File: config.mk
export PLATFORM = sky130hd
export DESIGN_NAME = req_spill_reg
export DESIGN_NICKNAME = d
export VERILOG_FILES = /design/src/rtl/mem_cfg_pkg.sv /design/src/rtl/req_spill_reg.sv
export SDC_FILE = /design/constraint.sdc
export NUM_CORES = 1
export LEC_CHECK = 0
export BUFFER_PORTS_ARGS = -buffer_cell sky130_fd_sc_hd__clkbuf_2
export CAP_MARGIN = 20
export CORE_ASPECT_RATIO = 1.75
export CORE_MARGIN = 1.5
export CORE_UTILIZATION = 36
export DETAILED_ROUTE_END_ITERATION = 8
export HOLD_SLACK_MARGIN = 0.05
export PLACE_DENSITY = 0.74
export SYNTH_ARGS = -nofsm -noshare
export SYNTH_HDL_FRONTEND = slang
export SYNTH_SLANG_ARGS = --single-unit
File: constraint.sdc
create_clock -name clk_i -period 1.35 [get_ports clk_i]
set_input_delay 0.2025 -clock clk_i [delete_from_list [all_inputs] [get_ports clk_i]]
set_output_delay 0.2025 -clock clk_i [all_outputs]
set_load 0.01 [all_outputs]
File: src/rtl/mem_cfg_pkg.sv
// ############################
// Memory channel configuration
// Widths of the address, data,
// strobe and tag fields shared
// by all q and p channels
// ############################

package mem_cfg_pkg;

	// Data word width in bits
	localparam int unsigned DataWidth = 32;

	// One strobe bit per byte
	localparam int unsigned StrbWidth = DataWidth / 8;

	// Word address, 256 words deep
	localparam int unsigned AddrWidth = 8;

	// User tag echoed in every response
	localparam int unsigned UserWidth = 4;

	// Strobe with every byte enabled
	localparam logic [StrbWidth-1:0] FullStrb = {StrbWidth{1'b1}};

endpackage

File: src/rtl/req_spill_reg.sv
// ############################
// Request spill register
// One-entry buffer between the
// core q channel and the strobe
// handler, holds its payload
// under back-pressure
// ############################

`timescale 1ns/1ps

module req_spill_reg (
	input  logic                              clk_i,
	input  logic                              rst_n_i,
	input  logic                              s_q_valid_i,
	input  logic [mem_cfg_pkg::AddrWidth-1:0] s_q_addr_i,
	input  logic                              s_q_write_i,
	input  logic [mem_cfg_pkg::DataWidth-1:0] s_q_data_i,
	input  logic [mem_cfg_pkg::StrbWidth-1:0] s_q_strb_i,
	input  logic [mem_cfg_pkg::UserWidth-1:0] s_q_user_i,
	output logic                              s_q_ready_o,
	output logic                              m_q_valid_o,
	output logic [mem_cfg_pkg::AddrWidth-1:0] m_q_addr_o,
	output logic                              m_q_write_o,
	output logic [mem_cfg_pkg::DataWidth-1:0] m_q_data_o,
	output logic [mem_cfg_pkg::StrbWidth-1:0] m_q_strb_o,
	output logic [mem_cfg_pkg::UserWidth-1:0] m_q_user_o,
	input  logic                              m_q_ready_i
);

	logic full_q;
	logic load;

	// Accept when empty or when the held entry leaves this cycle
	assign s_q_ready_o = !full_q || m_q_ready_i;
	assign load        = s_q_valid_i && s_q_ready_o;

	// Occupancy flag
	always_ff @(posedge clk_i or negedge rst_n_i) begin
		if (!rst_n_i) begin
			full_q <= 1'b0;
		end else if (s_q_ready_o) begin
			// Refilled by a new request or drained to the handler
			full_q <= s_q_valid_i;
		end
	end

	// Payload only changes on a new accept
	always_ff @(posedge clk_i) begin
		if (load) begin
			m_q_addr_o  <= s_q_addr_i;
			m_q_write_o <= s_q_write_i;
			m_q_data_o  <= s_q_data_i;
			m_q_strb_o  <= s_q_strb_i;
			m_q_user_o  <= s_q_user_i;
		end
	end

	assign m_q_valid_o = full_q;

	// Stalled entry keeps valid and payload, the handler tag match depends on it
	a_stable_payload : assert property (@(posedge clk_i) disable iff (!rst_n_i)
		(m_q_valid_o && !m_q_ready_i) |=> (m_q_valid_o && $stable({m_q_addr_o, m_q_write_o,
		m_q_data_o, m_q_strb_o, m_q_user_o})))
		else $error("spill register payload changed while stalled");

endmodule

==> key figures, run 1 <==
Global route
  – Initial antenna violation count: 0
  – Vias in the first global route: 849
  – Largest net degree at the start of global routing: 28
  – First-pass GRT wire length: 3730 um
  – GRT Total Usage: 0.115
  – GRT overflow: 0

Clocking
  – Worst-Skew Late Latency: 0.28 ns
  – CTS tree: built
  – H-tree levels: 2
  – Sink Count: 50
  – Clock Path Buffers: 2
  – Post-CTS Setup Bufs: 0
  – PostCTS Resize Cnt: 0
  – Cts bufs inserted: 5
  – Root Driver: clkbuf_8
  – Register clock-pin slew on the reported worst setup and hold paths: 0.08 ns

Floorplan
  – DIE HEIGHT: 89.1 um
  – Die ar.: 0.00465 sq mm
  – Core Area: 0.00411 sq mm
  – Die X-Extent: 52.2 um
  – Row count: 31
  – Initial core utilization: 0.371
  – Number of placed I/O pins: 104

STA
  – Final hold vios: 0
  – Min cycle time layout: 1.14 ns
  – Final setup violation count: 0
  – Setup TNS: 0 ns
  – Clock Skews: 0.00527 ns
  – Max Freq: 877 MHz
  – Worst-margin pin slew: 0.138 ns
  – Final period utilization: 0.844
  – Slew headroom: 0.908
  – RSZ-0062 raised after global routing: false
  – Final Slew Violations: 0

Setup path
  – Crit path DAT: 1.13 ns
  – Crit Path Max Fanout: 27
  – WP data required: 1.34 ns
  – CP Cell Sequence: nand2b_4, and2_4, buf_12
  – Top delay family on crit path: flip-flops
  – R2R Path End: m_q_user_o[0]
  – Number of cells on the critical path: 3
  – Reg2reg path depth: 3
  – Setup Crit Path Kind: reg -> reg
  – Slowest stage cell, crit path: dfrtp_1
  – Worst R2R Start: m_q_valid_o
  – CP Buf/Inv Count: 1
  – Worst stage delay on the critical path: 0.41 ns
  – Setup slack, reg-to-reg: 0.21 ns
  – Setup crit start kind: flop
  – Crit. End Element: flop

Finish
  – Synth-to-layout area growth: 47.8%
  – Most frequent cells in the layout: clkbuf_2, edfxtp_1, clkbuf_8, buf_12
  – Most common cell after layout, fill and taps aside: clkbuf_2
  – Layout cells sized above 1: 0.681
  – Antenna Cells: 0
  – # nets final: 219

Detailed routing
  – Initial DRT Pass Iterations: 4
  – DR WL/cell: 13.1 um
  – Initial drt markers: 9
  – Final WL: 2830 um
  – Vias per cell: 4.22
  – Antenna Nets Post-Route: 0
  – Vias: 908
  – Number of remaining DRC errors: 0

Hold path
  – Worst Hold End: m_q_write_o
  – Hold Crit Class: in -> reg
  – Hold path startpoint: s_q_write_i
  – Worst Hold Path Cells: 1

Power and ir drop
  – Switching Fraction: 0.185
  – Sw Pwr: 0.000559 W
  – Worst VDD drop: 0.000953 V
  – Flop pwr share: 0.604
  – Pwr/cell area: 1340 mW/mm^2
  – Internal power: 0.00247 W
  – Comb pwr share: 0.086
  – Clock network power share: 0.310
  – Pwr Total: 0.00303 W
  – Leak: 0.995 nW

Synth
  – Post-synthesis sequential area ratio: 0.981
  – Synthesis Warnings: 0
  – Syn avg cell area: 28.8 sq um
  – Mapped cell area: 0.00153 sq mm
  – Synth Register Bits: 50
  – Gate Count Post-Synth: 53
  – Syn Nets: 106
  – Unique cell type count in the Yosys netlist: 5

Job
  – MaxCap Viol Count: 0

Status
  – Status: completed

Place
  – GPL Wtd Cong: 0.663
  – IO buf count: 103
-- state kept, by name, indices dropped and copies added, names as in the netlist --
signal,flops
m_q_write_o,1
m_q_addr_o,8
m_q_strb_o,4
m_q_data_o,32
m_q_user_o,4
m_q_valid_o,1
-- synthesized netlist by cell type, drive strengths merged --
master,number,area share
nand2b,2,0.013
and2,1,0.0057
edfxtp,49,0.96
dfrtp,1,0.016
-- cells by family (layout without fill, tap and decap cells) --
logic type,count (synthesis),count (layout),share of synthesized area
flops,50,50,0.981
simple gates,3,3,0.0189
buf+inv,0,113,0
-- worst register-to-register path, stage by stage (launching register included) --
cell,delay (ns)
dfrtp_1,0.41
nand2b_4,0.09
and2_4,0.17
buf_12,0.18
-- cell type report --
cell class              count  area, sq um
clock buffers               5         68.8
clock inverters             2         33.8
fillers                   369         1860
multi-input cells           3         28.8
flip-flops and latches     50         1500
well taps                  49         61.3
repair buffers            106          566
-- power groups by stage --
stage | combinational (W) | clock (W) | sequential, W
global route | 0.000282 | 0.00103 | 0.00184
finish | 0.000260 | 0.000939 | 0.00183
CTS | 0.000264 | 0.000979 | 0.00183
global placement | 0.000254 | 0 | 0.00186
detailed placement | 0.000262 | 0 | 0.00186
floorplan | 0.0000359 | 0 | 0.00191
-- stage by stage --
| step | setup WS, ns | util | hold slack [ns] | cell area [sq um] | std cells |
|---|---|---|---|---|---|
| after floorplan | 0.00127 | - | -0.0931 | 1530 | 53 |
| after global placement | 0.233 | 0.521 | -0.0224 | 2140 | 207 |
| after detailed placement | 0.215 | 0.521 | -0.0199 | 2140 | 207 |
| after CTS | 0.207 | 0.548 | 0.0765 | 2250 | 215 |
| after global routing | 0.173 | 0.548 | 0.0743 | 2250 | 215 |
| final | 0.210 | 0.548 | 0.0887 | 2250 | 215 |
-- worst max path at each step --
stage / startpoint / to
6_report: m_q_valid_o / m_q_user_o[0]
3_3_place_gp: m_q_valid_o / m_q_data_o[19]
4_1_cts: m_q_valid_o / m_q_data_o[17]
2_1_floorplan: m_q_valid_o / m_q_addr_o[0]
5_1_grt: m_q_valid_o / m_q_strb_o[0]
3_5_place_dp: m_q_valid_o / m_q_data_o[19]
-- repair_timing --
| action | 4_1_cts | 5_1_grt |
|---|---|---|
| hold buffers | 1 | 0 |
| setup endpoints to repair | 0 | 0 |
| hold endpoints to repair | 1 | 0 |
-- layer usage --
metal  part of all wire  vias to the layer above  track usage
li1                   -                      435            -
met1               0.31                      414        0.111
met2               0.59                       55        0.219
met3              0.072                        4       0.0201
met4              0.021                        0       0.0699
met5                  0                        -            0
Note: power is estimated with default switching activity, not from simulation.
==> run 2: changes to the inputs <==
Settings changed: CORE_UTILIZATION 36 to 40, PLACE_DENSITY 0.74 to 0.78.
Clock period 1.35 ns to 1.1 ns, I/O delays scaled along.
==> key figures, run 2 (same netlist as run 1, synthesis figures left out) <==
Status
  – Status: finished with violations
  – Violated checks: negative setup slack

Place
  – IO buf count: 103
  – GPL Wtd Cong: 0.665
  – DP HPWL: 2330 um
  – Placed insts: 207
  – Placement Cell Area: 0.00217 sq mm

STA
  – Final period utilization: 1.04
  – Final hold vios: 0
  – Final worst setup slack: -0.0454 ns
  – Final setup violation count: 47
  – Slew headroom: 0.918
  – Worst-margin pin slew: 0.123 ns
  – WHS: 0.0572 ns
  – Max Freq: 873 MHz
  – Min cycle time layout: 1.15 ns
  – Final Slew Violations: 0
  – RSZ-0062 raised after global routing: true
  – Clock Skews: 0.00699 ns

Setup path
  – CP Cell Sequence: nand2b_4, and2_4, buf_12
  – Setup crit start kind: flop
  – Setup Crit Path Kind: reg -> reg
  – WP data required: 1.10 ns
  – Worst stage delay on the critical path: 0.41 ns
  – Crit Path Max Fanout: 17
  – Slowest stage cell, crit path: dfrtp_1
  – CP startpoint: m_q_valid_o
  – Crit path DAT: 1.15 ns
  – Crit. End Element: flop
  – Worst R2R Start: m_q_valid_o

Clocking
  – Register clock-pin slew on the reported worst setup and hold paths: 0.08 ns
  – Cts bufs inserted: 5
  – Clock Path Buffers: 2
  – H-tree levels: 2
  – Root Driver: clkbuf_8
  – Worst-Skew Late Latency: 0.28 ns
  – Sink Count: 50
  – CTS tree: built

Job
  – MaxCap Viol Count: 0

Finish
  – Leading registers by flop count: m_q_data_o x32, m_q_addr_o x8
  – Number of flip-flops in the largest register: 32
  – # nets final: 259
  – Multi-input logic area: 28.8 sq um
  – Biggest register: m_q_data_o
  – Layout cells sized above 1: 0.570
  – Non-filler cells, final: 253
  – Storage element area: 0.00150 sq mm
  – Antenna Cells: 0
  – Final instance area: 0.00267 sq mm
  – Most common cell after layout, fill and taps aside: clkbuf_2
  – Most frequent cells in the layout: clkbuf_2, edfxtp_1, dlygate4sd3_1, clkbuf_8
  – Fill cells: 235
  – Synth-to-layout area growth: 75.0%

Floorplan
  – Number of placed I/O pins: 104
  – DIE HEIGHT: 84.7 um
  – Row count: 29
  – Die ar.: 0.00421 sq mm
  – Initial core utilization: 0.420
  – Core Area: 0.00363 sq mm
  – Die X-Extent: 49.7 um

Detailed routing
  – DR WL/cell: 13.2 um
  – Vias: 1069
  – Vias per cell: 4.23
  – Number of remaining DRC errors: 0
  – Final WL: 3350 um
  – Antenna Nets Post-Route: 0
  – Initial DRT Pass Iterations: 4
  – Initial drt markers: 23

Global route
  – Initial antenna violation count: 0
  – First-pass GRT wire length: 5000 um
  – Vias in the first global route: 1112
  – GRT Total Usage: 0.162
  – GRT overflow: 0
  – Largest net degree at the start of global routing: 18

Hold path
  – Hold path startpoint: s_q_data_i[27]
  – Hold Crit Class: in -> reg

Power and ir drop
  – Leak: 1.17 nW
  – Worst VDD drop: 0.00106 V
  – Pwr/cell area: 1460 mW/mm^2
==> run 2: changes by cell type in the layout (fill, tap and decap cells not counted) <==
cell and delta:
dlygate4sd3_1 +35, buf_6 +3, buf_4 +2, clkbuf_1 +2
buf_12 +1, clkbuf_2 -1, clkinv_1 -1
==> run 2: metrics by stage <==
| step | setup slack (ns) | utilization | total power [W] | TNS, ns |
|---|---|---|---|---|
| 6_report | -0.0454 | 0.736 | 0.00389 | -1.45 |
| 3_5_place_dp | -0.0261 | 0.599 | 0.00263 | -0.759 |
| 3_3_place_gp | -0.00847 | 0.599 | 0.00261 | -0.135 |
| 5_1_grt | -0.0779 | 0.736 | 0.00405 | -3.11 |
| 4_1_cts | -0.0597 | 0.712 | 0.00389 | -2.08 |
| 2_1_floorplan | -0.246 | - | 0.00239 | -12.05 |
==> run 2: routing by layer <==
metal,part of all wire,global-route usage,wire length (um),up-vias
met5,0,0,0,-
met4,0.014,0.0606,46,0
met3,0.074,0.0409,248,6
met2,0.56,0.286,1860,60
met1,0.36,0.185,1190,487
li1,-,-,-,516
==> run 2: layout make-up <==
class                   instances  share of cell area
clock buffers                   7              0.0286
multi-input cells               3              0.0108
well taps                      46              0.0216
clock inverters                 1              0.0113
repair buffers                146               0.367
flip-flops and latches         50               0.561
==> run 2: power breakdown <==
group	leakage [nW]	switching, W	internal [W]
combinational	0.644	0.000191	0.000264
sequential	0.477	0.0000291	0.00222
clock	0.0524	0.000513	0.000680
total	1.17	0.000733	0.00316
==> run 2: repair_timing <==
action / CTS / global route
gates resized for setup: 2 / 2
setup endpoints to repair: 50 / 50
setup buffers: 1 / 1
endpoints found under the hold margin: 29 / 7
hold buffers: 29 / 7
==> run 2: worst paths after layout <==
check | endpoint | depth (start not counted) | slack, ns
min reg2reg | m_q_valid_o | 4 | 0.76
max reg2reg | m_q_data_o[6] | 3 | -0.05
min in group asynchronous | m_q_valid_o | 2 | 0.19
min | m_q_data_o[27] | 1 | 0.06
max | m_q_data_o[6] | 3 | -0.05
max in group asynchronous | m_q_valid_o | 2 | 0.83
==> run 2: worst max-delay path: cells and delay by family (launching register included) <==
family | cells | cell delay, ns
flip-flops | 1 | 0.41
AND/OR/NAND/NOR | 2 | 0.28
buffers and inverters | 1 | 0.16
