### src/rtl/mem_cfg_pkg.sv
// ############################
// Memory channel configuration
// Widths of the address, data,
// strobe and tag fields shared
// by all q and p channels
// ############################

package mem_cfg_pkg;

	// Data word width in bits
	localparam int unsigned DataWidth = 32;

	// One strobe bit per byte
	localparam int unsigned StrbWidth = DataWidth / 8;

	// Word address, 256 words deep
	localparam int unsigned AddrWidth = 8;

	// User tag echoed in every response
	localparam int unsigned UserWidth = 4;

	// Strobe with every byte enabled
	localparam logic [StrbWidth-1:0] FullStrb = {StrbWidth{1'b1}};

endpackage

### src/rtl/rmw_pkg.sv
// ############################
// Read-modify-write handler
// State encoding and byte size
// of the strobe merge
// ############################

package rmw_pkg;

	// Partial write handling states
	typedef enum logic [1:0] {
		ST_IDLE_READ,
		ST_READ_WAIT,
		ST_WRITE,
		ST_WRITE_WAIT
	} strb_state_e;

	localparam strb_state_e ResetState = ST_IDLE_READ;

	// Bits covered by one strobe bit
	localparam int unsigned ByteWidth = 8;

endpackage

### src/rtl/strbreq_handler.sv
// ############################
// Byte strobe request handler
// Passes reads and full writes
// through, turns a partial write
// into a read, a byte merge and
// a full-word write back
// ############################

`timescale 1ns/1ps

module strbreq_handler (
	input  logic                              clk_i,
	input  logic                              rst_n_i,
	input  logic                              in_q_valid_i,
	input  logic [mem_cfg_pkg::AddrWidth-1:0] in_q_addr_i,
	input  logic                              in_q_write_i,
	input  logic [mem_cfg_pkg::DataWidth-1:0] in_q_data_i,
	input  logic [mem_cfg_pkg::StrbWidth-1:0] in_q_strb_i,
	input  logic [mem_cfg_pkg::UserWidth-1:0] in_q_user_i,
	output logic                              in_q_ready_o,
	input  logic                              in_p_ready_i,
	output logic                              in_p_valid_o,
	output logic [mem_cfg_pkg::DataWidth-1:0] in_p_data_o,
	output logic [mem_cfg_pkg::UserWidth-1:0] in_p_user_o,
	output logic                              mem_q_valid_o,
	output logic [mem_cfg_pkg::AddrWidth-1:0] mem_q_addr_o,
	output logic                              mem_q_write_o,
	output logic [mem_cfg_pkg::DataWidth-1:0] mem_q_data_o,
	output logic [mem_cfg_pkg::StrbWidth-1:0] mem_q_strb_o,
	output logic [mem_cfg_pkg::UserWidth-1:0] mem_q_user_o,
	input  logic                              mem_q_ready_i,
	input  logic                              mem_p_valid_i,
	input  logic [mem_cfg_pkg::DataWidth-1:0] mem_p_data_i,
	input  logic [mem_cfg_pkg::UserWidth-1:0] mem_p_user_i,
	output logic                              mem_p_ready_o
);

	rmw_pkg::strb_state_e state_d, state_q;

	// Old word returned by the inserted read
	logic [mem_cfg_pkg::DataWidth-1:0] rd_data_d, rd_data_q;
	logic [mem_cfg_pkg::DataWidth-1:0] merged_data;
	logic partial_write;
	logic rsp_match;

	assign partial_write = in_q_write_i && (in_q_strb_i != mem_cfg_pkg::FullStrb);
	// Response that belongs to the request under handling
	assign rsp_match     = mem_p_valid_i && (mem_p_user_i == in_q_user_i);

	// Address, tag and response payload always pass straight through
	assign mem_q_addr_o = in_q_addr_i;
	assign mem_q_user_o = in_q_user_i;
	assign mem_q_data_o = merged_data;
	assign in_p_data_o  = mem_p_data_i;
	assign in_p_user_o  = mem_p_user_i;

	always_comb begin
		state_d   = state_q;
		rd_data_d = rd_data_q;
		// Pass-through by default
		mem_q_valid_o = in_q_valid_i;
		mem_q_write_o = in_q_write_i;
		// Reads go out with a full strobe, the memory sees no partial strobe
		mem_q_strb_o  = in_q_write_i ? in_q_strb_i : mem_cfg_pkg::FullStrb;
		in_q_ready_o  = mem_q_ready_i;
		in_p_valid_o  = mem_p_valid_i;
		mem_p_ready_o = in_p_ready_i;

		unique case (state_q)
			rmw_pkg::ST_IDLE_READ: begin
				if (in_q_valid_i && partial_write) begin
					// Hold the partial write upstream and send a read instead
					in_q_ready_o  = 1'b0;
					mem_q_valid_o = 1'b1;
					mem_q_write_o = 1'b0;
					mem_q_strb_o  = mem_cfg_pkg::FullStrb;
					if (mem_q_ready_i) begin
						state_d = rmw_pkg::ST_WRITE;
					end else begin
						state_d = rmw_pkg::ST_READ_WAIT;
					end
				end
			end
			rmw_pkg::ST_READ_WAIT: begin
				// Keep the inserted read up until the memory takes it
				in_q_ready_o  = 1'b0;
				mem_q_valid_o = 1'b1;
				mem_q_write_o = 1'b0;
				mem_q_strb_o  = mem_cfg_pkg::FullStrb;
				if (mem_q_ready_i) begin
					state_d = rmw_pkg::ST_WRITE;
				end
			end
			rmw_pkg::ST_WRITE: begin
				in_q_ready_o  = 1'b0;
				mem_q_valid_o = 1'b0;
				if (rsp_match) begin
					// Swallow the read response, it never reaches the core
					mem_p_ready_o = 1'b1;
					in_p_valid_o  = 1'b0;
					rd_data_d     = mem_p_data_i;
					// Merged word goes out in the same cycle
					mem_q_valid_o = 1'b1;
					mem_q_write_o = 1'b1;
					mem_q_strb_o  = mem_cfg_pkg::FullStrb;
					// Upstream entry retires with the merged write
					in_q_ready_o  = mem_q_ready_i;
					if (mem_q_ready_i) begin
						state_d = rmw_pkg::ST_IDLE_READ;
					end else begin
						state_d = rmw_pkg::ST_WRITE_WAIT;
					end
				end
			end
			rmw_pkg::ST_WRITE_WAIT: begin
				// Merged write held, in_q_ready follows the memory
				mem_q_valid_o = 1'b1;
				mem_q_write_o = 1'b1;
				mem_q_strb_o  = mem_cfg_pkg::FullStrb;
				if (mem_q_ready_i) begin
					state_d = rmw_pkg::ST_IDLE_READ;
				end
			end
			default: begin
				state_d = rmw_pkg::ResetState;
			end
		endcase
	end

	always_ff @(posedge clk_i or negedge rst_n_i) begin
		if (!rst_n_i) begin
			state_q   <= rmw_pkg::ResetState;
			rd_data_q <= '0;
		end else begin
			state_q   <= state_d;
			rd_data_q <= rd_data_d;
		end
	end

	// Byte mux, new byte where strobed, old byte otherwise
	for (genvar b = 0; b < mem_cfg_pkg::StrbWidth; b++) begin : g_byte_merge
		assign merged_data[b*rmw_pkg::ByteWidth +: rmw_pkg::ByteWidth] = in_q_strb_i[b] ?
			in_q_data_i[b*rmw_pkg::ByteWidth +: rmw_pkg::ByteWidth] :
			rd_data_d[b*rmw_pkg::ByteWidth +: rmw_pkg::ByteWidth];
	end

	// Every request towards the memory carries a full strobe
	a_full_strb : assert property (@(posedge clk_i) disable iff (!rst_n_i)
		mem_q_valid_o |-> (mem_q_strb_o == mem_cfg_pkg::FullStrb))
		else $error("partial strobe sent to the memory");

	// No response reaches the core between the inserted read and the merged write
	a_hide_read_rsp : assert property (@(posedge clk_i) disable iff (!rst_n_i)
		(state_q == rmw_pkg::ST_WRITE) |-> !in_p_valid_o)
		else $error("inserted read response forwarded to the core");

endmodule

### config.mk
export PLATFORM = sky130hd
export DESIGN_NAME = strbreq_handler
export DESIGN_NICKNAME = d
export VERILOG_FILES = /design/src/rtl/mem_cfg_pkg.sv /design/src/rtl/rmw_pkg.sv /design/src/rtl/strbreq_handler.sv
export SDC_FILE = /design/constraint.sdc
export NUM_CORES = 1
export LEC_CHECK = 0
export ABC_AREA = 1
export BUFFER_PORTS_ARGS = -buffer_cell sky130_fd_sc_hd__buf_4
export CAP_MARGIN = 20
export CORE_MARGIN = 10
export CORE_UTILIZATION = 45
export DETAILED_ROUTE_END_ITERATION = 12
export GPL_TIMING_DRIVEN = 0
export PLACE_DENSITY = 0.81
export SYNTH_ARGS = -nofsm -noshare
export SYNTH_HDL_FRONTEND = slang
export SYNTH_SLANG_ARGS = --single-unit
### constraint.sdc
create_clock -name clk_i -period 1.6 [get_ports clk_i]
set_input_delay 0.32 -clock clk_i [delete_from_list [all_inputs] [get_ports clk_i]]
set_output_delay 0.32 -clock clk_i [all_outputs]
set_load 0.05 [all_outputs]
==> results of run 1 <==
==> layout make-up <==
type / instances / share of cell area, %
timing repair buffer: 179 / 30.1
sequential: 34 / 15.6
clock buffer: 7 / 1.58
multi-input combinational: 244 / 33.9
tap: 96 / 2.20
buffer: 64 / 10.6
clock inverter: 1 / 0.0916
inverter: 86 / 5.96
==> cell families after synthesis <==
kind of cell    after synthesis  share of synthesized area [%]
flops                        34                           26.7
buf+inv                     151                           27.6
simple gates                240                           44.8
xor+xnor                      1                          0.274
compound gates                3                          0.627
==> power by group through the flow <==
| stage | registers (W) | logic (W) | clock network, W |
|---|---|---|---|
| after floorplan | 0.00126 | 0.00276 | 0 |
| after global placement | 0.00128 | 0.00360 | 0 |
| after detailed placement | 0.00130 | 0.00367 | 0 |
| after CTS | 0.00127 | 0.00414 | 0.000677 |
| after global routing | 0.00130 | 0.00457 | 0.000722 |
| final | 0.00128 | 0.00429 | 0.000658 |
==> placed cells by master (no fill, tap or decap), drive strengths merged, types with 5 or more instances in the layout <==
master | Yosys | routed
clkbuf | 2 | 9
nand2 | 127 | 127
dfrtp | 34 | 34
and2 | 32 | 32
nand4 | 35 | 35
nor2 | 5 | 5
inv | 86 | 86
nand3 | 41 | 41
buf | 63 | 240
==> registers in the layout (all words and copies together), names as in the netlist <==
signal	count
rd_data_q	32
state_q	2
==> worst paths after layout <==
kind | startpoint | end | slack, ns | depth (start not counted)
setup / recovery | state_q[0] | mem_q_data_o[15] | -0.37 | 7
hold / removal | mem_q_ready_i | state_q[0] | 0.21 | 2
setup reg to reg | state_q[0] | rd_data_q[28] | 0.27 | 5
hold reg to reg | rd_data_q[16] | rd_data_q[16] | 0.57 | 3
max in group asynchronous | rst_n_i | state_q[0] | 0.73 | 2
min in group asynchronous | rst_n_i | rd_data_q[24] | 0.53 | 2
==> worst reg2reg max path, stage by stage (launching register included) <==
cell and delay, ns:
dfrtp_2 0.44, nor2_8 0.15, buf_4 0.17, buf_8 0.16
nand4_2 0.13, and2_1 0.16
==> per-stage QoR <==
stage | util, % | hold slack (ns) | cell area (um2)
floorplan | - | 0.0244 | 3550
global route | 80.0 | 0.207 | 5460
CTS | 78.5 | 0.203 | 5360
detailed placement | 72.0 | 0.304 | 4920
global placement | 72.0 | 0.307 | 4920
finish | 80.0 | 0.215 | 5460
==> layer usage <==
layer	wire, um	global-route usage [%]
met1	3790	19.4
met2	5800	35.2
met3	942	7.37
met4	138	4.08
met5	0	0
==> repair_timing <==
item	CTS	global route
setup endpoints to repair	41	41
pin swaps	7	1
buffers inserted	11	0
hold buffers	1	0
resized for setup	64	26
cloned	1	0
endpoints found under the hold margin	4	0
==> metrics.md, run 1 <==
| Metric | Value |
|---|---|
| Status | `complete, but fails checks` |
| Violated checks | `setup timing` |
| Fin worst setup slack | `-0.373 ns` |
| Distinct cells, synth | `23` |
| Max Cap Viol | `0` |
| Worst Path Max Fanout | `10` |
| Count of final hold-check violations | `0` |
| Full die area | `10,900 um2` |
| Total GRT Usage | `18.9%` |
| Worst-path clk slew | `0.07 ns` |
| Max VDD drop | `0.984 mV` |
| Setup violators final | `41` |
| Drt wl/cell | `15.0 um` |
| CP Class | `reg -> out` |
| Largest net degree at the start of global routing | `35` |
| Slew headroom | `69.6%` |
| CP cell instances | `nor2_8 -> nand4_4 -> buf_8 -> nand2_2 -> nand3_2 -> nand2_4 -> buf_8` |
| DP HPWL | `8180 um` |
| First-pass GRT wire length | `17,300 um` |
| I/O Buffers | `166` |
| Clock latency at the later pin of the worst-skew pair | `0.28 ns` |
| Sw power | `0.00295 W` |
| Yosys top cell by area | `dfrtp_1` |
| GPL Wtd Cong | `0.768` |
| Area share of the leading cell type in the synthesized netlist | `26.7%` |
| Core area | `6830 um2` |
| Vias | `3,342` |
| Die Ht | `104 um` |
| Setup Skew | `0.00663 ns` |
| Post-synthesis sequential area ratio | `26.7%` |
| Pins Over Slew Limit | `0` |
| Async SR Flop Fraction | `100%` |
| Slowest cell on crit path | `dfrtp_2` |
| Design Power | `0.00622 W` |
| Least-Margin Pin Slew | `0.456 ns` |
| Final wirelength | `10,700 um` |
| DRT antenna net count | `0` |
| Mapped Nets | `520` |
| Syn avg cell area | `7.44 um2` |
| Count leader, synth | `nand2_1` |
| Pre-CTS setup slack | `-0.341 ns` |
| Crit end category | `output port` |
| # DRC | `0` |
| Data required, critical path | `1.28 ns` |
| Worst path max stage delay | `0.44 ns` |
| Yosys reg bits | `34` |
| Static Leak | `3.09 nW` |
| Io pins | `180` |
| Crit path DAT | `1.65 ns` |
| Layout net count | `705` |
| Total CTS buffers | `5` |
| Top post-synthesis cells by count | `nand2_1, inv_1, buf_4` |
| Synth-to-Final Area Change | `71.1%` |
| Filler instances | `493` |
| Htree depth | `2` |
| Buf/Inv on CP | `2` |
| Most Frequent Cell on Critical Path | `buf_8` |
| RSZ-0062 raised after global routing | `yes` |
| Multi-input logic area | `1850 um2` |
| Clock group share of total power | `10.6%` |
| Maximum clock insertion buffer count | `2` |
| Minimum clock period | `1.97 ns` |
| Int Pwr | `0.00327 W` |
| Sw Ratio | `47.4%` |
| Initial core utilization | `46.7%` |
| 1st-iter DRT viols | `94` |
| Clk sink count | `34` |
| Synth Warn # | `0` |
| Drt via density | `4.70` |
| CTS tree | `yes` |
| Peak Freq | `0.507 GHz` |
| Die X-Extent | `104 um` |
| Critical path's top delay family | `simple AND/OR/NAND/NOR gates` |
| Clk root buf | `clkbuf_8` |
| Sequential power share | `20.5%` |
| Final Cycle Share | `123%` |
| Storage cell area | `852 um2` |
| Drt first pass iters | `4` |
| Vias in the first global route | `3,661` |
| N_diodes | `0` |
| Initial antenna violation count | `0` |
| GRT overflow | `0` |
| Ranking of synthesized cells by area | `dfrtp_1, buf_4, nand4_2, nand2_1, inv_1` |
| Synth Instances | `429` |
| DP Cell Count | `691` |
| Crit start category | `flop` |
| Post-synth EDFFs | `0` |
| Row Count | `30` |
| Non-Filler Instances | `711` |
| Main synth FF type | `dfrtp_1` |
| HP Class | `in -> reg` |
| Pwr dens | `1140 nW/um2` |
| Synthesized area | `3190 um2` |
| Setup TNS Final | `-12.65 ns` |
| Logic pwr share | `68.9%` |
| Layout cells sized above 1 | `63.1%` |
Note: power is estimated with default switching activity, not from simulation.
==> inputs of run 2 (changes only) <==
--- a/config.mk
+++ b/config.mk
@@ -8,8 +8,10 @@
 export ABC_AREA = 1
 export BUFFER_PORTS_ARGS = -buffer_cell sky130_fd_sc_hd__buf_4
 export CAP_MARGIN = 20
+export CORE_ASPECT_RATIO = 1.2
 export CORE_MARGIN = 10
 export CORE_UTILIZATION = 45
+export CTS_CLUSTER_SIZE = 12
 export DETAILED_ROUTE_END_ITERATION = 12
 export GPL_TIMING_DRIVEN = 0
 export PLACE_DENSITY = 0.81
==> run 2 against run 1 <==
The run still ends with setup timing left. Sequential power is essentially flat. Setup slack lost 0.043 ns. Largest cell class unchanged. Hold slack lost 0.0020 ns. Critical path type unchanged. Register-to-register slack got worse by 0.07 ns. Critical path depth unchanged. First-iteration DRC count increased by 31%. Combinational power increased by 16%. Highest routed layer unchanged. Fmax shrank 2.1%. Die area rose by 0.12%. Clock power increased by 23%. Count of clock-buffer cells in the layout unchanged.
==> metrics.md, run 2 (same netlist as run 1, synthesis figures left out) <==
| Metric | Value |
|---|---|
| N_diodes | `0` |
| Core area | `6850 um2` |
| Clk sink count | `34` |
| Least-Margin Pin Slew | `0.472 ns` |
| Vias | `3,499` |
| Final wirelength | `12,900 um` |
| Setup violators final | `41` |
| # DRC | `0` |
| Crit path DAT | `1.70 ns` |
| Largest net degree at the start of global routing | `35` |
| Filler instances | `314` |
| Worst Path Max Fanout | `5` |
| Row Count | `33` |
| Final Cycle Share | `126%` |
| Maximum clock insertion buffer count | `2` |
| Vias in the first global route | `3,502` |
| Layout net count | `713` |
| Pins Over Slew Limit | `0` |
| Pre-CTS setup slack | `-0.347 ns` |
| CTS tree | `yes` |
| Levels on crit path | `7` |
| Minimum clock period | `2.02 ns` |
| Sw power | `0.00338 W` |
| Crit end category | `output port` |
| Synth-to-Final Area Change | `90.5%` |
| Max VDD drop | `0.690 mV` |
| Non-Filler Instances | `710` |
| Slew headroom | `68.5%` |
| Setup Skew | `0.00486 ns` |
| Drt wl/cell | `18.2 um` |
| Commonest non-fill, non-tap cell in the layout | `buf_4` |
| Worst path max stage delay | `0.46 ns` |
| Int Pwr | `0.00370 W` |
| Slowest cell on crit path | `dfrtp_2` |
| DRT antenna net count | `0` |
| DP HPWL | `8260 um` |
| Drt first pass iters | `4` |
| Htree depth | `2` |
| Worst-path clk slew | `0.07 ns` |
| Setup TNS Final | `-14.85 ns` |
| Io pins | `180` |
| HP Class | `in -> reg` |
| Count of final hold-check violations | `0` |
| Total CTS buffers | `5` |
| Peak Freq | `0.496 GHz` |
| Die Ht | `112 um` |
| Static Leak | `3.23 nW` |
| Critical path's top delay family | `buffers and inverters` |
| CP cell instances | `nor2_8 -> buf_4 -> clkbuf_16 -> nand4_4 -> nand3_4 -> nand2_4 -> buf_8` |
| Total GRT Usage | `18.0%` |
| Data required, critical path | `1.28 ns` |
| Pwr dens | `1160 nW/um2` |
| Clk root buf | `clkbuf_8` |
| Sw Ratio | `47.8%` |
| First-pass GRT wire length | `16,700 um` |
| Commonest non-fill, non-tap cells in the layout | `buf_4, inv_1, nand2_4` |
| Initial antenna violation count | `0` |
| GRT overflow | `0` |
| DP Cell Count | `682` |
| Layout cells sized above 1 | `64.8%` |
| Crit start category | `flop` |
| Violated checks | `setup timing` |
| Die X-Extent | `96.9 um` |
| Max Cap Viol | `0` |
| Sequential power share | `18.1%` |
| Worst R2R Path Depth | `8` |
| Clock group share of total power | `11.4%` |
| Full die area | `10,900 um2` |
| RSZ-0062 raised after global routing | `yes` |
| Biggest regs | `rd_data_q x32, state_q x2` |
| Crit. Startpoint | `state_q[0]` |
| 1st-iter DRT viols | `123` |
| Hold depth | `2` |
| Initial core utilization | `46.6%` |
| Number of flip-flops under the largest register name | `32` |
| Worst r2r src | `state_q[1]` |
| Clock latency at the later pin of the worst-skew pair | `0.30 ns` |
| Drt via density | `4.93` |
| Fin worst setup slack | `-0.416 ns` |
| I/O Buffers | `166` |
| Most flop-heavy register | `rd_data_q` |
| Worst reg2reg setup slack | `0.20 ns` |
| CP Class | `reg -> out` |
| Status | `complete, but fails checks` |
| Buf/Inv on CP | `3` |
| Logic pwr share | `70.5%` |
| Hold Crit Start | `mem_q_ready_i` |
| GPL Wtd Cong | `0.825` |
-- run 2: changes by cell type in the layout (fill, tap and decap cells not counted), sizes merged --
cell / change
buf: +2
bufinv: +1
clkbuf: +6
clkinv: -1
-- run 2: area by class of cell --
cell class / count / area (um2) / share of cell area [%]
plain buffers: 64 / 589 / 9.69
clock buffers: 7 / 76.3 / 1.26
clock inverters: 1 / 30.0 / 0.494
inverters: 86 / 325 / 5.35
multi-input cells: 244 / 2280 / 37.5
flip-flops and latches: 34 / 852 / 14.0
well taps: 87 / 109 / 1.79
repair buffers: 187 / 1820 / 29.9
-- run 2: path summary, 6_finish.rpt --
path | end
worst max-delay path | mem_q_data_o[0]
worst min-delay path | state_q[0]
worst max register to register | rd_data_q[3]
worst min register to register | rd_data_q[21]
max in group asynchronous | state_q[0]
min in group asynchronous | state_q[0]
-- run 2: worst reg2reg max path, cell delays in order, from the launching register on --
cell and delay (ns):
dfrtp_1 0.40, inv_2 0.12, nor2_8 0.06, nand4_4 0.07, buf_12 0.15, buf_12 0.15
nand2_8 0.06, buf_4 0.13, and2_1 0.15
-- run 2: metrics by stage --
stage / util, % / cell area [um2] / power (W) / hold slack, ns
after global placement: 71.6 / 4900 / 0.00486 / 0.302
final: 88.7 / 6080 / 0.00708 / 0.213
after detailed placement: 71.6 / 4900 / 0.00494 / 0.302
after global routing: 88.7 / 6080 / 0.00738 / 0.215
after floorplan: - / 3550 / 0.00402 / 0.0244
after CTS: 76.8 / 5260 / 0.00609 / 0.214
-- run 2: timing repair --
action,CTS,global route
resized for setup,53,117
endpoints found under the setup margin,41,41
buffers inserted,7,8
hold buffers,1,0
endpoints found under the hold margin,25,0
gates cloned,0,6
pin swaps,2,71
-- run 2: power by group through the flow --
stage / Combinational, W / Clock (W) / Sequential, W
finish: 0.00499 / 0.000810 / 0.00128
global route: 0.00523 / 0.000844 / 0.00130
CTS: 0.00403 / 0.000789 / 0.00127
detailed placement: 0.00364 / 0 / 0.00129
global placement: 0.00359 / 0 / 0.00128
floorplan: 0.00276 / 0 / 0.00126
-- run 2: layer usage --
| layer | vias to the layer above | routed length, um | global-route usage [%] |
|---|---|---|---|
| met2 | 147 | 7260 | 33.7 |
| li1 | 1652 | - | - |
| met1 | 1673 | 4560 | 19.2 |
| met3 | 27 | 756 | 4.91 |
| met5 | - | 0 | 0 |
| met4 | 0 | 334 | 5.12 |
==> inputs of run 3 (changes only) <==
--- a/config.mk
+++ b/config.mk
@@ -15,6 +15,7 @@
 export DETAILED_ROUTE_END_ITERATION = 12
 export GPL_TIMING_DRIVEN = 0
 export PLACE_DENSITY = 0.81
+export SLEW_MARGIN = 20
 export SYNTH_ARGS = -nofsm -noshare
 export SYNTH_HDL_FRONTEND = slang
 export SYNTH_SLANG_ARGS = --single-unit
==> constraint.sdc (replaced) <==
create_clock -name clk_i -period 2.2 [get_ports clk_i]
set_input_delay 0.44 -clock clk_i [delete_from_list [all_inputs] [get_ports clk_i]]
set_output_delay 0.44 -clock clk_i [all_outputs]
set_load 0.05 [all_outputs]
==> run 3 against run 2 <==
Register-to-register slack better by 0.66 ns. Setup slack better by 0.44 ns. Total power is 40% lower. Via count is 6.3% lower. Hold slack worse by 0.12 ns. Largest power group unchanged. Die area stayed put. The flow now finishes without violations. Sequential power is 27% lower. Sequential share of layout area is 2.7 points higher. Global-route usage is 0.76 points lower. Critical path depth is 1 higher. Critical path type unchanged. Clock skew is 0.00053 ns lower.
==> metrics.md, run 3 (same netlist as run 1, synthesis figures left out) <==
| Metric | Value |
|---|---|
| Static Leak | `2.94 nW` |
| Die Ht | `112 um` |
| Clock latency at the later pin of the worst-skew pair | `0.29 ns` |
| Crit end category | `output port` |
| CP Class | `reg -> out` |
| Clk sink count | `34` |
| CTS tree | `yes` |
| Peak Freq | `0.460 GHz` |
| N_diodes | `0` |
| Synth-to-Final Area Change | `59.3%` |
| Commonest non-fill, non-tap cells in the layout | `buf_4, nand2_1, inv_1` |
| Most flop-heavy register | `rd_data_q` |
| Worst Path Max Fanout | `8` |
| HP Class | `in -> async` |
| Status | `completed` |
| Setup violators final | `0` |
| 1st-iter DRT viols | `103` |
| Die X-Extent | `96.9 um` |
| Data required, critical path | `1.76 ns` |
| Pre-CTS setup slack | `0.0454 ns` |
| Storage cell area | `852 um2` |
| Design Power | `0.00424 W` |
| Layout cells sized above 1 | `56.5%` |
| Slew headroom | `70.2%` |
| Final Cycle Share | `98.8%` |
| Drt first pass iters | `4` |
| Crit path DAT | `1.73 ns` |
| Drt wl/cell | `15.0 um` |
| Layout net count | `701` |
| Pins Over Slew Limit | `0` |
| Least-Margin Pin Slew | `0.447 ns` |
| Max Cap Viol | `0` |
| Total GRT Usage | `17.2%` |
| Drt via density | `4.70` |
| First-pass GRT wire length | `16,000 um` |
| Worst-path clk slew | `0.07 ns` |
| Io pins | `180` |
| Final wirelength | `10,500 um` |
| Maximum clock insertion buffer count | `2` |
| Vias in the first global route | `3,415` |
| Largest net degree at the start of global routing | `35` |
| Initial antenna violation count | `0` |
| DP HPWL | `8120 um` |
| Core area | `6850 um2` |
| Clk root buf | `clkbuf_8` |
| Initial core utilization | `46.6%` |
| Filler instances | `538` |
| Max VDD drop | `0.814 mV` |
| Total CTS buffers | `5` |
| Crit start category | `flop` |
| Number of flip-flops under the largest register name | `32` |
| Pwr dens | `834 nW/um2` |
| I/O Buffers | `166` |
| Multi-input logic area | `1610 um2` |
| Row Count | `33` |
| Full die area | `10,900 um2` |
| DRT antenna net count | `0` |
| GRT overflow | `0` |
| # DRC | `0` |
| Commonest non-fill, non-tap cell in the layout | `buf_4` |
| Vias | `3,278` |
| GPL Wtd Cong | `0.833` |
| RSZ-0062 raised after global routing | `yes` |
| Htree depth | `2` |
| Biggest regs | `rd_data_q x32, state_q x2` |
| Count of final hold-check violations | `0` |
| Fin worst setup slack | `0.0265 ns` |
| Minimum clock period | `2.17 ns` |
| Setup Skew | `0.00433 ns` |
-- run 3: area by class of cell --
cell class,instances,share of cell area (%)
clock inverter,1,0.590
inverter,86,6.40
multi-input combinational,244,31.6
buffer,65,11.4
clock buffer,7,1.50
sequential,34,16.8
timing repair buffer,174,29.6
tap,87,2.14
-- run 3: stage by stage --
| step | std cells | cell area (um2) | setup TNS [ns] | hold WS, ns | utilization [%] |
|---|---|---|---|---|---|
| 2_1_floorplan | 429 | 3190 | 0 | 0.144 | - |
| 3_3_place_gp | 682 | 4550 | 0 | 0.420 | 66.3 |
| 3_5_place_dp | 682 | 4550 | 0 | 0.419 | 66.3 |
| 4_1_cts | 693 | 4690 | 0 | 0.109 | 68.4 |
| 5_1_grt | 698 | 5090 | -1.17 | 0.121 | 74.2 |
| 6_report | 698 | 5090 | 0 | 0.0911 | 74.2 |
-- run 3: per-layer routing --
metal / vias up / wire length (um) / global-route usage [%] / part of all wire (%)
met5: - / 0 / 0 / 0
met4: 0 / 183 / 5.12 / 1.7
met3: 11 / 606 / 4.29 / 5.8
met2: 113 / 6020 / 33.5 / 57
met1: 1530 / 3660 / 17.5 / 35
li1: 1624 / - / - / -
-- run 3: repair_timing --
action / CTS / global route
gates resized for setup: 0 / 75
endpoints found under the setup margin: 29 / 33
setup buffers: 3 / 2
cloned: 0 / 3
pin swaps: 1 / 16
hold buffers: 0 / 0
-- run 3: path summary, 6_finish.rpt --
kind                            slack [ns]         endpoint  cells after the start          start
worst max-delay path                  0.03  mem_q_data_o[2]                      8     state_q[0]
worst min-delay path                  0.09    rd_data_q[21]                      1        rst_n_i
worst max register to register        0.86    rd_data_q[22]                      5     state_q[0]
worst min register to register        0.57     rd_data_q[0]                      3   rd_data_q[0]
max in group asynchronous             1.76       state_q[0]                      1        rst_n_i
min in group clk_i                    0.32       state_q[0]                      2  mem_q_ready_i
-- run 3: critical path, stage by stage (launching register included) --
cell and delay (ns):
dfrtp_2 0.47, nor2_8 0.16, nand4_4 0.11, buf_12 0.17, buf_8 0.13, nand2_2 0.06
nand3_2 0.09, nand2_1 0.09, buf_6 0.16
-- run 3: power breakdown --
part | switching, W | internal, W
combinational | 0.00169 | 0.00105
clock | 0.000237 | 0.000339
sequential | 0.0000798 | 0.000849
total | 0.00201 | 0.00224
